===== src/core_defines.svh =====
/* core constants for the reduced RV64 integer pipeline
   widths, register count and the opcode and funct encodings */
`ifndef CORE_DEFINES_SVH
`define CORE_DEFINES_SVH

// data and register widths
`define XLEN        64
`define REG_ADDR_W  5
`define REG_COUNT   32

// major opcodes, inst[6:0]
`define OPC_OP      7'b0110011
`define OPC_OP_IMM  7'b0010011
`define OPC_LUI     7'b0110111

// funct3 codes
`define F3_ADD      3'b000
`define F3_SLL      3'b001
`define F3_SLT      3'b010
`define F3_SLTU     3'b011
`define F3_XOR      3'b100
`define F3_SR       3'b101
`define F3_OR       3'b110
`define F3_AND      3'b111

// bit inside funct7 that picks sub or sra
`define F7_ALT      5

`endif


===== src/isa_pkg.sv =====
/* ISA level types for the integer pipeline
   data words, instruction words, register indices and ALU operations */
`include "core_defines.svh"

package isa_pkg;

  typedef logic [`XLEN-1:0]       word_t;
  typedef logic [31:0]            inst_t;
  typedef logic [`REG_ADDR_W-1:0] reg_addr_t;

  // pass_b carries the LUI immediate straight through
  typedef enum logic [3:0] {
    ALU_ADD,
    ALU_SUB,
    ALU_AND,
    ALU_OR,
    ALU_XOR,
    ALU_SLL,
    ALU_SRL,
    ALU_SRA,
    ALU_SLT,
    ALU_SLTU,
    ALU_PASS_B
  } alu_op_e;

endpackage


===== src/pipe_pkg.sv =====
/* records passed between the decode, execute and result stages */
package pipe_pkg;

  import isa_pkg::*;

  // decode -> execute
  typedef struct packed {
    alu_op_e   alu_op;
    reg_addr_t rs1;
    reg_addr_t rs2;
    logic      use_rs1;
    logic      use_rs2;
    word_t     rs1_data;
    word_t     rs2_data;
    word_t     imm;
    reg_addr_t rd;
    logic      wr_ena;
  } decoded_t;

  // execute -> result stage
  typedef struct packed {
    reg_addr_t rd;
    logic      wr_ena;
    word_t     data;
  } exec_result_t;

  // retired instruction, seen outside the core
  typedef struct packed {
    reg_addr_t rd;
    logic      wr_ena;
    word_t     data;
  } commit_t;

endpackage


===== src/reg_writeback.sv =====
/* result stage: integer register file with two read ports,
   written by retiring instructions, plus the commit register */
`timescale 1ns/1ps

`include "core_defines.svh"

module reg_writeback
  import isa_pkg::*;
  import pipe_pkg::*;
(
  input  logic         clock,
  input  logic         reset,
  input  reg_addr_t    rs1_addr,
  input  reg_addr_t    rs2_addr,
  output word_t        rs1_data,
  output word_t        rs2_data,
  input  logic         res_valid,
  input  exec_result_t res,
  output logic         commit_valid,
  output commit_t      commit
);

  word_t regs [`REG_COUNT];

  // x0 is hardwired
  assign rs1_data = (rs1_addr == '0) ? '0 : regs[rs1_addr];
  assign rs2_data = (rs2_addr == '0) ? '0 : regs[rs2_addr];

  always_ff @(posedge clock) begin
    if (reset) begin
      for (int i = 0; i < `REG_COUNT; i++) begin
        regs[i] <= '0;
      end
    end else if (res_valid && res.wr_ena && (res.rd != '0)) begin
      regs[res.rd] <= res.data;
    end
  end

  always_ff @(posedge clock) begin
    if (reset) begin
      commit_valid <= 1'b0;
    end else begin
      commit_valid <= res_valid;
    end
  end

  always_ff @(posedge clock) begin
    if (res_valid) begin
      commit.rd     <= res.rd;
      commit.wr_ena <= res.wr_ena;
      commit.data   <= res.data;
    end
  end

endmodule


===== config.mk =====
export PLATFORM = sky130hd
export DESIGN_NAME = reg_writeback
export DESIGN_NICKNAME = d
export VERILOG_FILES = /design/src/isa_pkg.sv /design/src/pipe_pkg.sv /design/src/reg_writeback.sv
export VERILOG_INCLUDE_DIRS = /design/src /design/src/src
export SDC_FILE = /design/constraint.sdc
export NUM_CORES = 2
export LEC_CHECK = 0
export BUFFER_PORTS_ARGS = -buffer_cell sky130_fd_sc_hd__clkbuf_2
export CAP_MARGIN = 20
export CORE_MARGIN = 1
export CORE_UTILIZATION = 40
export DETAILED_ROUTE_END_ITERATION = 10
export SLEW_MARGIN = 20
export SYNTH_ARGS = -nofsm -noshare
export SYNTH_HDL_FRONTEND = slang
export SYNTH_SLANG_ARGS = --single-unit

===== constraint.sdc =====
create_clock -name clock -period 11.15 [get_ports clock]
set_input_delay 3.345 -clock clock [delete_from_list [all_inputs] [get_ports clock]]
set_output_delay 3.345 -clock clock [all_outputs]
set_load 0.05 [all_outputs]

* Word level (Yosys, flattened, before mapping)
Memory sizes are Yosys's and may differ from the RTL's. Index checks and enable logic that the tools add are counted.
Operators by class: reductions and logical operators 6, muxes and demuxes 10
Operators with widths (number):
- 64-bit 2-to-1 mux | 3
- 64-bit OR reduction | 1
- 5-bit zero test | 2
- 1-bit 2-to-1 mux | 6
- 5-bit 2-to-1 mux | 1
- 5-bit nonzero test | 1
- 1-bit logical AND | 2
Word-level totals: memories kept 1, output and inout port bits 199, word-level logic and storage cells 21, RAM bits 2048, register bits after elaboration 71, input port bits 83
Memories:
- regs | words 32, bits a word 64, read ports 2, clocked after memory_dff 0, wr ports 32, RTL line reg_writeback.sv:23 | word_t regs [`REG_COUNT];

* Depth between registers and ports, before layout
depth after elaboration 7, mapped depth 10, depth with buffers taken out 4

* Worst setup path after synthesis
Ideal clock, no wire load.
path kind input to output, from input rs1_addr[0], to output rs1_data[41], cell stages on the path 9, data required time 7.805 ns, path buffers 5, data arrival time 6.166 ns, setup slack 1.639 ns, cell sequence buf_6 -> buf_6 -> buf_8 -> buf_12 -> buf_12 -> mux2i_1 -> o22ai_1 -> nor4_1 -> a2111oi_1
Between the ends: longest elaborated chain between the ends 2, elaborated cells between the ends (all ways) 3, classes of those cells mux (1); reduce/logical (1); memory (1)
RTL lines:
- start: declaration | RTL line reg_writeback.sv:13 | input reg_addr_t rs1_addr,
- memory 32 x 64 bit / 5-bit zero test (equally long branches)
- 64-bit 2-to-1 mux * | RTL line reg_writeback.sv:26 | assign rs1_data = (rs1_addr == '0) ? '0 : regs[rs1_addr];
- end: declaration | RTL line reg_writeback.sv:15 | output word_t rs1_data,
Mark *: on every way between the ends. The rest lies on a longest branch, timed or not.

* Final worst setup path
from input rs1_addr[0], to output rs1_data[55]
Same word-level chain as after synthesis.

==> results.md <==
- Filler cells: 23800
- CP cell instances: buf_8 -> buf_12 -> buf_12 -> mux4_2 -> mux2i_1 -> o22ai_1 -> a31o_1 -> clkbuf_2
- Final period util: between 90% and 100%
- Clock root buffer: clkbuf_16
- CTS tree: built
- Routability cong.: between 0.8 and 0.9
- Vias per cell: approximately 6.6
- CTS Buffer Depth: 4
- Most frequent CP cell: buf_12
- DRC Markers: 0
- Pin count of the biggest net entering global routing: 91
- # nets final: a little over 7000
- Fin util: about 45%
- CTS buffer count: approximately 230
- Synth-to-Final Area Change: 11.5%
- Setup ws final: 1010 ps
- Chip Width: ~530 um
- Status: completed
- VDD IR-drop max: approximately 0.12 mV
- Final cell count without fillers: approximately 11000
- TNS Setup: 0 ps
- Initial antenna violation count: between 50 and 60
- Post-CTS setup buffers: 0
- Final ANT Viol Nets: 0
- Placed cell count: 10500
- Drt wl/cell: slightly below 40 um
- Gr usage total: 30.9%
- Worst path max stage delay: ~730 ps
- Via count: about 72000
- Critical Path AT: slightly below 7000 ps
- Critical Path RT: 7810 ps
- Max FO, Critical Path: 46
- Seq/Total Area, Yosys: 57.6%
- Fmax: about 99 MHz
- Power Dens Cells: ~160 nW/um2
- Core area: around 270000 um2
- Remaining Overflow, GRT: 0
- Hold buffers post-CTS: 0
- Port bufs: roughly 280
- Initial Util: approximately 40%
- Die Ht: between 500 and 600 um
- Vias in the first global route: approximately 71000
- RSZ-0062 raised after global routing: no
- CP startpoint kind: input port
- Final hold violation count: 0
- Cell Area, Placed: ~120000 um2
- Unique cell type count in the Yosys netlist: ~50
- Min-Delay Path Class: in2reg
- Min Clock Period, post-route: roughly 10000 ps
- Avg Cell Area, Syn: approximately 16 um2
- Slew margin rel.: around 16%
- Die area: between 200000 and 300000 um2
- First-pass GRT wire length: slightly below 600000 um
- Worst slew pin tran: roughly 1300 ps
- Ys Warns: 0
- FP Rows: between 150 and 200
- Worst Path Buf+Inv: 4
- Fin area: around 120000 um2
- DP HPWL: 244000 um
- Prevailing post-synth register cell: edfxtp_1
- Post-synth EDFFs: approximately 2100
- H-tree depth: 4
- Static Leak: between 40 and 50 nW
- Pwr Total: around 19 mW
- Place WS: about 1100 ps
- Wirelength, routed: between 400000 and 500000 um
- CP Capture Type: output pin
- Ys async rst share: 0%
- Clk slew on worst S/H paths: around 60 ps
- Setup Viol. Count Final: 0
- Router iterations before antenna repair: 7
- CTS Sinks: 2119
- Synthesized instance count: between 7000 and 8000
- Register bit total from synthesis: ~2100
- Slowest cell on crit path: mux2i_1
- Post-Synthesis Cell Area: roughly 110000 um2
- Max-cap violation count: 0
- Kind of critical path: in2out
- Worst hold slack: about 2700 ps
- HP Start: res[64]
- Initial DRC Count: approximately 13000
- Max-slew violations: 0
- Share of layout cells above drive strength 1: between 20% and 30%
- Critical Path Start: rs1_addr[0]
- CTS resizes: 0
- Ports: 282
- Cell family with most CP delay: buffers and inverters
power by group:
group | switching (mW) | internal, mW
Sequential | 0.216 | 9.20
Clock | 3.28 | 4.10
Combinational | 1.77 | 0.916
Total | 5.27 | 14.2
sequential cells by signal, indices dropped and copies added (netlist names):
| signal | cells |
|---|---|
| commit | 70 |
| regs | 2048 |
| commit_valid | 1 |
layout make-up:
cell class / count / area, um2 / share of cell area [%]
Timing Repair Buffer: 515 / 3900 / 3.17
Antenna cell: 23 / 57.6 / 0.0468
Sequential cell: 2119 / 63600 / 51.7
Multi-Input combinational cell: 4223 / 43900 / 35.7
Clock inverter: 110 / 853 / 0.693
Clock buffer: 293 / 6060 / 4.93
Inverter: 5 / 26.3 / 0.0214
Tap cell: 3686 / 4610 / 3.75
cells in the mapped netlist (6+ instances only):
cell type | instances | area share (%)
buf_4 | 50 | 0.34
nand3_1 | 28 | 0.13
a22o_1 | 41 | 0.33
buf_6 | 12 | 0.12
nand2b_1 | 6 | 0.034
mux2i_1 | 409 | 3.7
nor2b_1 | 9 | 0.051
a211oi_1 | 115 | 0.78
mux2_2 | 70 | 0.71
mux4_2 | 927 | 19
a31oi_1 | 51 | 0.29
buf_2 | 120 | 0.54
o22ai_1 | 154 | 0.87
nand2_1 | 48 | 0.16
nor4_1 | 7 | 0.040
or2_2 | 32 | 0.18
or2_1 | 49 | 0.28
a221o_1 | 31 | 0.28
nand3b_1 | 9 | 0.061
o221ai_1 | 42 | 0.33
clkbuf_2 | 14 | 0.063
clkbuf_1 | 535 | 1.8
a22oi_1 | 38 | 0.26
a21oi_1 | 34 | 0.15
edfxtp_1 | 2118 | 58
and2_1 | 1985 | 11
buf_1 | 55 | 0.19
nor2_1 | 40 | 0.14
nor3_1 | 6 | 0.027
cells by family (layout without fill, tap and decap cells):
| group | after synthesis | in the layout | share of synthesized area (%) |
|---|---|---|---|
| buffers and inverters | 796 | 923 | 3.17 |
| muxes | 1406 | 1406 | 23.3 |
| other | 1 | 87 | 0.00340 |
| and+or+nand+nor | 2229 | 2229 | 12.4 |
| AOI/OAI and AO/OA | 524 | 524 | 3.44 |
| DFF | 2119 | 2119 | 57.6 |
routing by layer:
metal  vias up  global-route usage, %  part of all wire, %
met1     37700                   39.9                   35
met3      1090                   6.35                   12
met5         -                  0.139                0.018
li1      27400                      -                    -
met4        14                   15.2                  5.7
met2      5748                   49.5                   47
cells in the final DEF, fill, tap and decap left out, types with 58 or more instances in the layout:
cell type | netlist | layout
edfxtp_1 | 2118 | 2118
and2_1 | 1985 | 1984
mux4_2 | 927 | 927
mux2i_1 | 409 | 409
clkbuf_2 | 14 | 271
clkbuf_16 | 0 | 232
buf_4 | 50 | 184
o22ai_1 | 154 | 154
a211oi_1 | 115 | 115
mux2_2 | 70 | 70
conb_1 | 1 | 64
clkbuf_1 | 535 | 58
path summary, 6_finish.rpt:
path	endpoint	slack [ps]	depth (start not counted)
worst max-delay path	rs1_data[55]	1010	8
worst min-delay path	commit[64]$_DFFE_PP_	2690	1
(Power assumes the default switching activity.)
