===== src/core_defines.svh =====
/* core constants for the reduced RV64 integer pipeline
   widths, register count and the opcode and funct encodings */
`ifndef CORE_DEFINES_SVH
`define CORE_DEFINES_SVH

// data and register widths
`define XLEN        64
`define REG_ADDR_W  5
`define REG_COUNT   32

// major opcodes, inst[6:0]
`define OPC_OP      7'b0110011
`define OPC_OP_IMM  7'b0010011
`define OPC_LUI     7'b0110111

// funct3 codes
`define F3_ADD      3'b000
`define F3_SLL      3'b001
`define F3_SLT      3'b010
`define F3_SLTU     3'b011
`define F3_XOR      3'b100
`define F3_SR       3'b101
`define F3_OR       3'b110
`define F3_AND      3'b111

// bit inside funct7 that picks sub or sra
`define F7_ALT      5

`endif


===== src/isa_pkg.sv =====
/* ISA level types for the integer pipeline
   data words, instruction words, register indices and ALU operations */
`include "core_defines.svh"

package isa_pkg;

  typedef logic [`XLEN-1:0]       word_t;
  typedef logic [31:0]            inst_t;
  typedef logic [`REG_ADDR_W-1:0] reg_addr_t;

  // pass_b carries the LUI immediate straight through
  typedef enum logic [3:0] {
    ALU_ADD,
    ALU_SUB,
    ALU_AND,
    ALU_OR,
    ALU_XOR,
    ALU_SLL,
    ALU_SRL,
    ALU_SRA,
    ALU_SLT,
    ALU_SLTU,
    ALU_PASS_B
  } alu_op_e;

endpackage


===== src/pipe_pkg.sv =====
/* records passed between the decode, execute and result stages */
package pipe_pkg;

  import isa_pkg::*;

  // decode -> execute
  typedef struct packed {
    alu_op_e   alu_op;
    reg_addr_t rs1;
    reg_addr_t rs2;
    logic      use_rs1;
    logic      use_rs2;
    word_t     rs1_data;
    word_t     rs2_data;
    word_t     imm;
    reg_addr_t rd;
    logic      wr_ena;
  } decoded_t;

  // execute -> result stage
  typedef struct packed {
    reg_addr_t rd;
    logic      wr_ena;
    word_t     data;
  } exec_result_t;

  // retired instruction, seen outside the core
  typedef struct packed {
    reg_addr_t rd;
    logic      wr_ena;
    word_t     data;
  } commit_t;

endpackage


===== src/inst_decode.sv =====
/* decode stage that splits the instruction, builds the immediate and ALU op,
   reads the register file and registers the decoded record */
`timescale 1ns/1ps

`include "core_defines.svh"

module inst_decode
  import isa_pkg::*;
  import pipe_pkg::*;
(
  input  logic      clock,
  input  logic      reset,
  input  logic      inst_valid,
  input  inst_t     inst,
  output reg_addr_t rs1_addr,
  output reg_addr_t rs2_addr,
  input  word_t     rs1_data,
  input  word_t     rs2_data,
  output logic      dec_valid,
  output decoded_t  dec
);

  logic [6:0] opcode;
  logic [2:0] funct3;
  logic [6:0] funct7;
  reg_addr_t  rd_field;
  logic       alt;
  word_t      imm_i;
  word_t      imm_u;
  decoded_t   dec_next;

  function automatic alu_op_e map_alu_op(input logic [2:0] f3, input logic alt_bit,
                                         input logic reg_form);
    alu_op_e op;
    case (f3)
      `F3_ADD:  op = (alt_bit && reg_form) ? ALU_SUB : ALU_ADD;
      `F3_SLL:  op = ALU_SLL;
      `F3_SLT:  op = ALU_SLT;
      `F3_SLTU: op = ALU_SLTU;
      `F3_XOR:  op = ALU_XOR;
      `F3_SR:   op = alt_bit ? ALU_SRA : ALU_SRL;
      `F3_OR:   op = ALU_OR;
      `F3_AND:  op = ALU_AND;
      default:  op = ALU_ADD;
    endcase
    return op;
  endfunction

  assign opcode   = inst[6:0];
  assign rd_field = inst[11:7];
  assign funct3   = inst[14:12];
  assign rs1_addr = inst[19:15];
  assign rs2_addr = inst[24:20];
  assign funct7   = inst[31:25];
  assign alt      = funct7[`F7_ALT];

  assign imm_i     = word_t'($signed(inst[31:20]));
  assign imm_u     = word_t'($signed({inst[31:12], 12'b0}));

  always_comb begin
    dec_next          = '0;
    dec_next.alu_op   = ALU_ADD;
    dec_next.rs1      = rs1_addr;
    dec_next.rs2      = rs2_addr;
    dec_next.rs1_data = rs1_data;
    dec_next.rs2_data = rs2_data;
    dec_next.rd       = rd_field;
    dec_next.imm      = imm_i;
    case (opcode)
      `OPC_OP: begin
        dec_next.use_rs1 = 1'b1;
        dec_next.use_rs2 = 1'b1;
        dec_next.wr_ena  = 1'b1;
        dec_next.alu_op  = map_alu_op(funct3, alt, 1'b1);
      end
      // rv64 shift immediates keep their 6-bit shamt in imm[5:0]
      `OPC_OP_IMM: begin
        dec_next.use_rs1 = 1'b1;
        dec_next.wr_ena  = 1'b1;
        dec_next.alu_op  = map_alu_op(funct3, alt, 1'b0);
      end
      `OPC_LUI: begin
        dec_next.wr_ena = 1'b1;
        dec_next.imm    = imm_u;
        dec_next.alu_op = ALU_PASS_B;
      end
      // anything else retires without a write
      default: begin
      end
    endcase
    if (rd_field == '0) begin
      dec_next.wr_ena = 1'b0;
    end
  end

  always_ff @(posedge clock) begin
    if (reset) begin
      dec_valid <= 1'b0;
    end else begin
      dec_valid <= inst_valid;
    end
  end

  always_ff @(posedge clock) begin
    if (inst_valid) begin
      dec <= dec_next;
    end
  end

endmodule


===== config.mk =====
export PLATFORM = sky130hd
export DESIGN_NAME = inst_decode
export DESIGN_NICKNAME = d
export VERILOG_FILES = /design/src/isa_pkg.sv /design/src/pipe_pkg.sv /design/src/inst_decode.sv
export VERILOG_INCLUDE_DIRS = /design/src /design/src/src
export SDC_FILE = /design/constraint.sdc
export NUM_CORES = 1
export LEC_CHECK = 0
export BUFFER_PORTS_ARGS = -buffer_cell sky130_fd_sc_hd__buf_2
export CORE_AREA = 2 2 152 154
export CTS_CLUSTER_SIZE = 16
export DETAILED_ROUTE_END_ITERATION = 10
export DIE_AREA = 0 0 154 156
export RECOVER_POWER = 100
export SETUP_SLACK_MARGIN = 0.02
export SKIP_CTS_REPAIR_TIMING = 1
export SLEW_MARGIN = 10
export SYNTH_ARGS = -nofsm -noshare
export SYNTH_HDL_FRONTEND = slang
export SYNTH_SLANG_ARGS = --single-unit

===== constraint.sdc =====
create_clock -name clock -period 2.57 [get_ports clock]
set_input_delay 0.257 -clock clock [delete_from_list [all_inputs] [get_ports clock]]
set_output_delay 0.257 -clock clock [all_outputs]
set_load 0.02 [all_outputs]

# After elaboration in Yosys (flattened, before gate mapping)
# Index checks and enable logic that the tools add are counted.
classes:
  mux: 9
  n_reduce_logical: 4
  eq_ne: 10
ops:
  columns: ["operator", "count"]
  rows:
  - ["4-bit one-hot mux with 8 select lines", 2]
  - ["31-bit two-way mux", 1]
  - ["7-bit by 6-bit == test with 1-bit output, second input constant", 2]
  - ["3-bit == test, second input constant", 4]
  - ["4-bit one-hot mux with 3 select lines", 1]
  - ["7-bit by 5-bit == test with 1-bit output, second input constant", 1]
  - ["3-bit by 2-bit == test with 1-bit output, second input constant", 2]
  - ["5-bit zero test", 1]
  - ["1-bit two-way mux", 5]
  - ["3-bit by 1-bit == test with 1-bit output, second input constant", 1]
  - ["3-bit zero test", 1]
  - ["3-bit OR reduction", 1]
  - ["2-bit OR reduction", 1]
word_totals:
  out_inout_bits: 225
  ff_bits: 183
  word_cells: 35

# Logic depth before layout (Yosys ltp)
depth:
  word_depth: 3
  ltp_mapped: 5
  mapped_depth_nobuf: 3

# Worst setup path after synthesis
# OpenSTA, ideal clock, no wires.
synth_path:
  path_kind: "register to output"
  startpoint: "register, netlist name dec[37]"
  endpoint: "output port dec[38] in the netlist's numbering"
  t_required_ns: 2.313
  path_stages_with_launch: 2
  n_path_buf: 1
  arrival_ns: 1.182
  slack_ns: 1.131
  path_cell_list: "edfxtp_1 -> buf_4"
synth_rtl:
  columns: ["element", "line_no", "text"]
  rows:
  - ["end, declared", "inst_decode.sv:20", "output decoded_t dec"]
# No word-level cell between the ends.

# Worst setup path in the final report
layout_path:
  startpoint: "input port inst_valid"
  endpoint: "register dec[87] in the netlist's numbering, enable pin"
layout_rtl:
  columns: ["element", "line_no", "text"]
  rows:
  - ["start, declared", "inst_decode.sv:13", "input logic inst_valid,"]
  - ["end signal, assigned", "inst_decode.sv:106", "dec <= dec_next;"]
# No word-level cell between the ends.

==> out/results.txt <==
Yosys reg bits = 183
register area share after synthesis = 88.3%
H-tree Lvls = 4
Worst-Margin Slew = 1440 ps
total wire length = 18000 um
Top FF cell, synth = edfxtp_1
Worst Path Buf+Inv = 2
Total Neg Setup Slack = 0 ps
DPL Wire Length = 12400 um
DRC Markers = 0
final hold violations = 0
placed cell count = 917
Clock transition at path regs = 70 ps
CP most frequent cell = clkbuf_2
sequential standard cell area = 5490 um^2
Synth Net Count = 452
grt ovf = 0
share of layout cells above drive strength 1 = 22.7%
Hold Path Origin = rs2_data[14]
initial antenna violation count = 3
Initial Util = 27.8%
worst hold slack = 18.0 ps
Routed Antenna Nets = 0
crit share post-route = 78.1%
Area Growth Syn to Fin = 57.2%
asr flop ratio synth = 0%
clock sink total = 183
drt pass-1 iters = 4
share of the synthesized area in the top cell type = 87.9%
Post-Layout Cell Count = 1074
pwr/cell area = 746 nW/um^2
Syn Std Cell Area = 6210 um^2
largest net degree at the start of global routing = 55
num rows = 55
fillers = 2100
number of synthesized flops with an enable pin = 182
Placer Congestion = 0.721
Die H = 156 um
critical path launch point type = input port
Max Slew Vio Count = 0
Port Buf Inserts = 387
vias in the first global route = 3704
commonest non-fill, non-tap cell in the layout = clkbuf_1
Worst EP arrival = 2060 ps
Max stage delay cell, worst path = clkbuf_2
clock buffer depth = 2
fmax = 498 MHz
maximum vdd drop = 0.368 mV
mean routed wirelength per cell = 16.7 um
Tot GR Track Use = 13.0%
relative slew slack = 4.33%
Antenna Cells = 0
worst stage delay on the critical path = 1000 ps
vias per cell = 4.10
Crit path max-delay family = buffers and inverters
worst hold endpoint = dec[84]
Distinct cells, synth = 23
DP Worst Slack = 719 ps
RSZ-0062 raised after global routing = false
Die X = 154 um
Post-Syn Area per Cell = 21.5 um^2
status = complete, no violations
first-pass GRT wire length = 22800 um
worst path cell trace = clkbuf_2 > clkbuf_2
final setup fails = 0
cell count after synthesis = 289
worst setup margin = 563 ps
via count = 4404
IO Count = 388
Setup crit end kind = flip-flop
Core Box Area = 22400 um^2
total of max-cap violations = 0
Worst Path Required = 2620 ps
Crit Path Class = in -> reg
Worst Hold Class = in -> reg
worst-path fanout max = 54
cell accounting for the most synthesized area = edfxtp_1
Ys Warns = 0
Leak = 3.70 nW
Die ar. = 24000 um^2
Num CTS Buffers = 17
top cells by area, synth = edfxtp_1 88%, buf_4 5.1%, a21o_1 2.3%
hold path depth = 1
TritonCTS clock tree = done
final net count = 939
crit path time final = 2010 ps
1st-iter DRT viols = 288
Root Driver = clkbuf_16
leading cell types in the layout, fill and taps excluded = 246 x clkbuf_1, 182 x edfxtp_1, 142 x buf_2
area of the multi-input gates = 362 um^2
worst max-delay path by stage:
| stage | startpoint | to | slack [ps] | cells past startpoint |
|---|---|---|---|---|
| floorplan | dec[37] | dec[38] | 1130 | 1 |
| CTS | dec[37] | dec[50] | 790 | 1 |
| global route | inst_valid | dec[98] | 400 | 2 |
| detailed placement | inst[6] | dec[30] | 720 | 4 |
| global placement | inst[6] | dec[27] | 750 | 4 |
| finish | inst_valid | dec[87] | 560 | 2 |
through the flow:
step | utilization (%) | total power [mW] | area (um^2)
floorplan | - | 4.15 | 6210
global placement | 36.9 | 4.56 | 8240
detailed placement | 36.9 | 4.57 | 8240
global route | 43.7 | 7.58 | 9770
CTS | 39.6 | 7.30 | 8860
finish | 43.7 | 7.29 | 9770
cell usage after synthesis (2+ instances only):
master / number
edfxtp_1: 182
buf_4: 42
a21o_1: 19
nor2b_1: 14
buf_2: 7
nor2_1: 5
a21oi_1: 2
inv_1: 2
nand2_1: 2
cells by family after synthesis:
family                 synth area share [%]
buffers and inverters                  5.76
AO/OA/AOI/OAI                          3.12
flip-flops                             88.3
AND/OR/NAND/NOR                        2.86
flip-flops by register name, summed over array words and instances, names as in the netlist:
name and flops:
dec_valid 1, dec 182
power breakdown:
part	internal, mW	leakage (nW)	switching (mW)
registers	3.54	1.79	0.0761
logic	0.336	1.61	0.628
clock network	1.42	0.299	1.29
total	5.29	3.70	2.00
area by class of cell:
type / count / share of cell area [%]
sequential: 183 / 56.2
multi-input combinational: 55 / 3.70
timing repair buffer: 517 / 30.0
clock inverter: 15 / 2.01
tap: 285 / 3.65
inverter: 2 / 0.0769
clock buffer: 17 / 4.36
routing by layer:
layer  track usage (%)  vias to the layer above  wire length, um
met4              5.47                        6              296
met3              5.83                       28             1590
li1                  -                     2034                -
met2              22.1                      230             9200
met5                 0                        -               45
met1              14.1                     2106             6830
(Power assumes the default switching activity.)
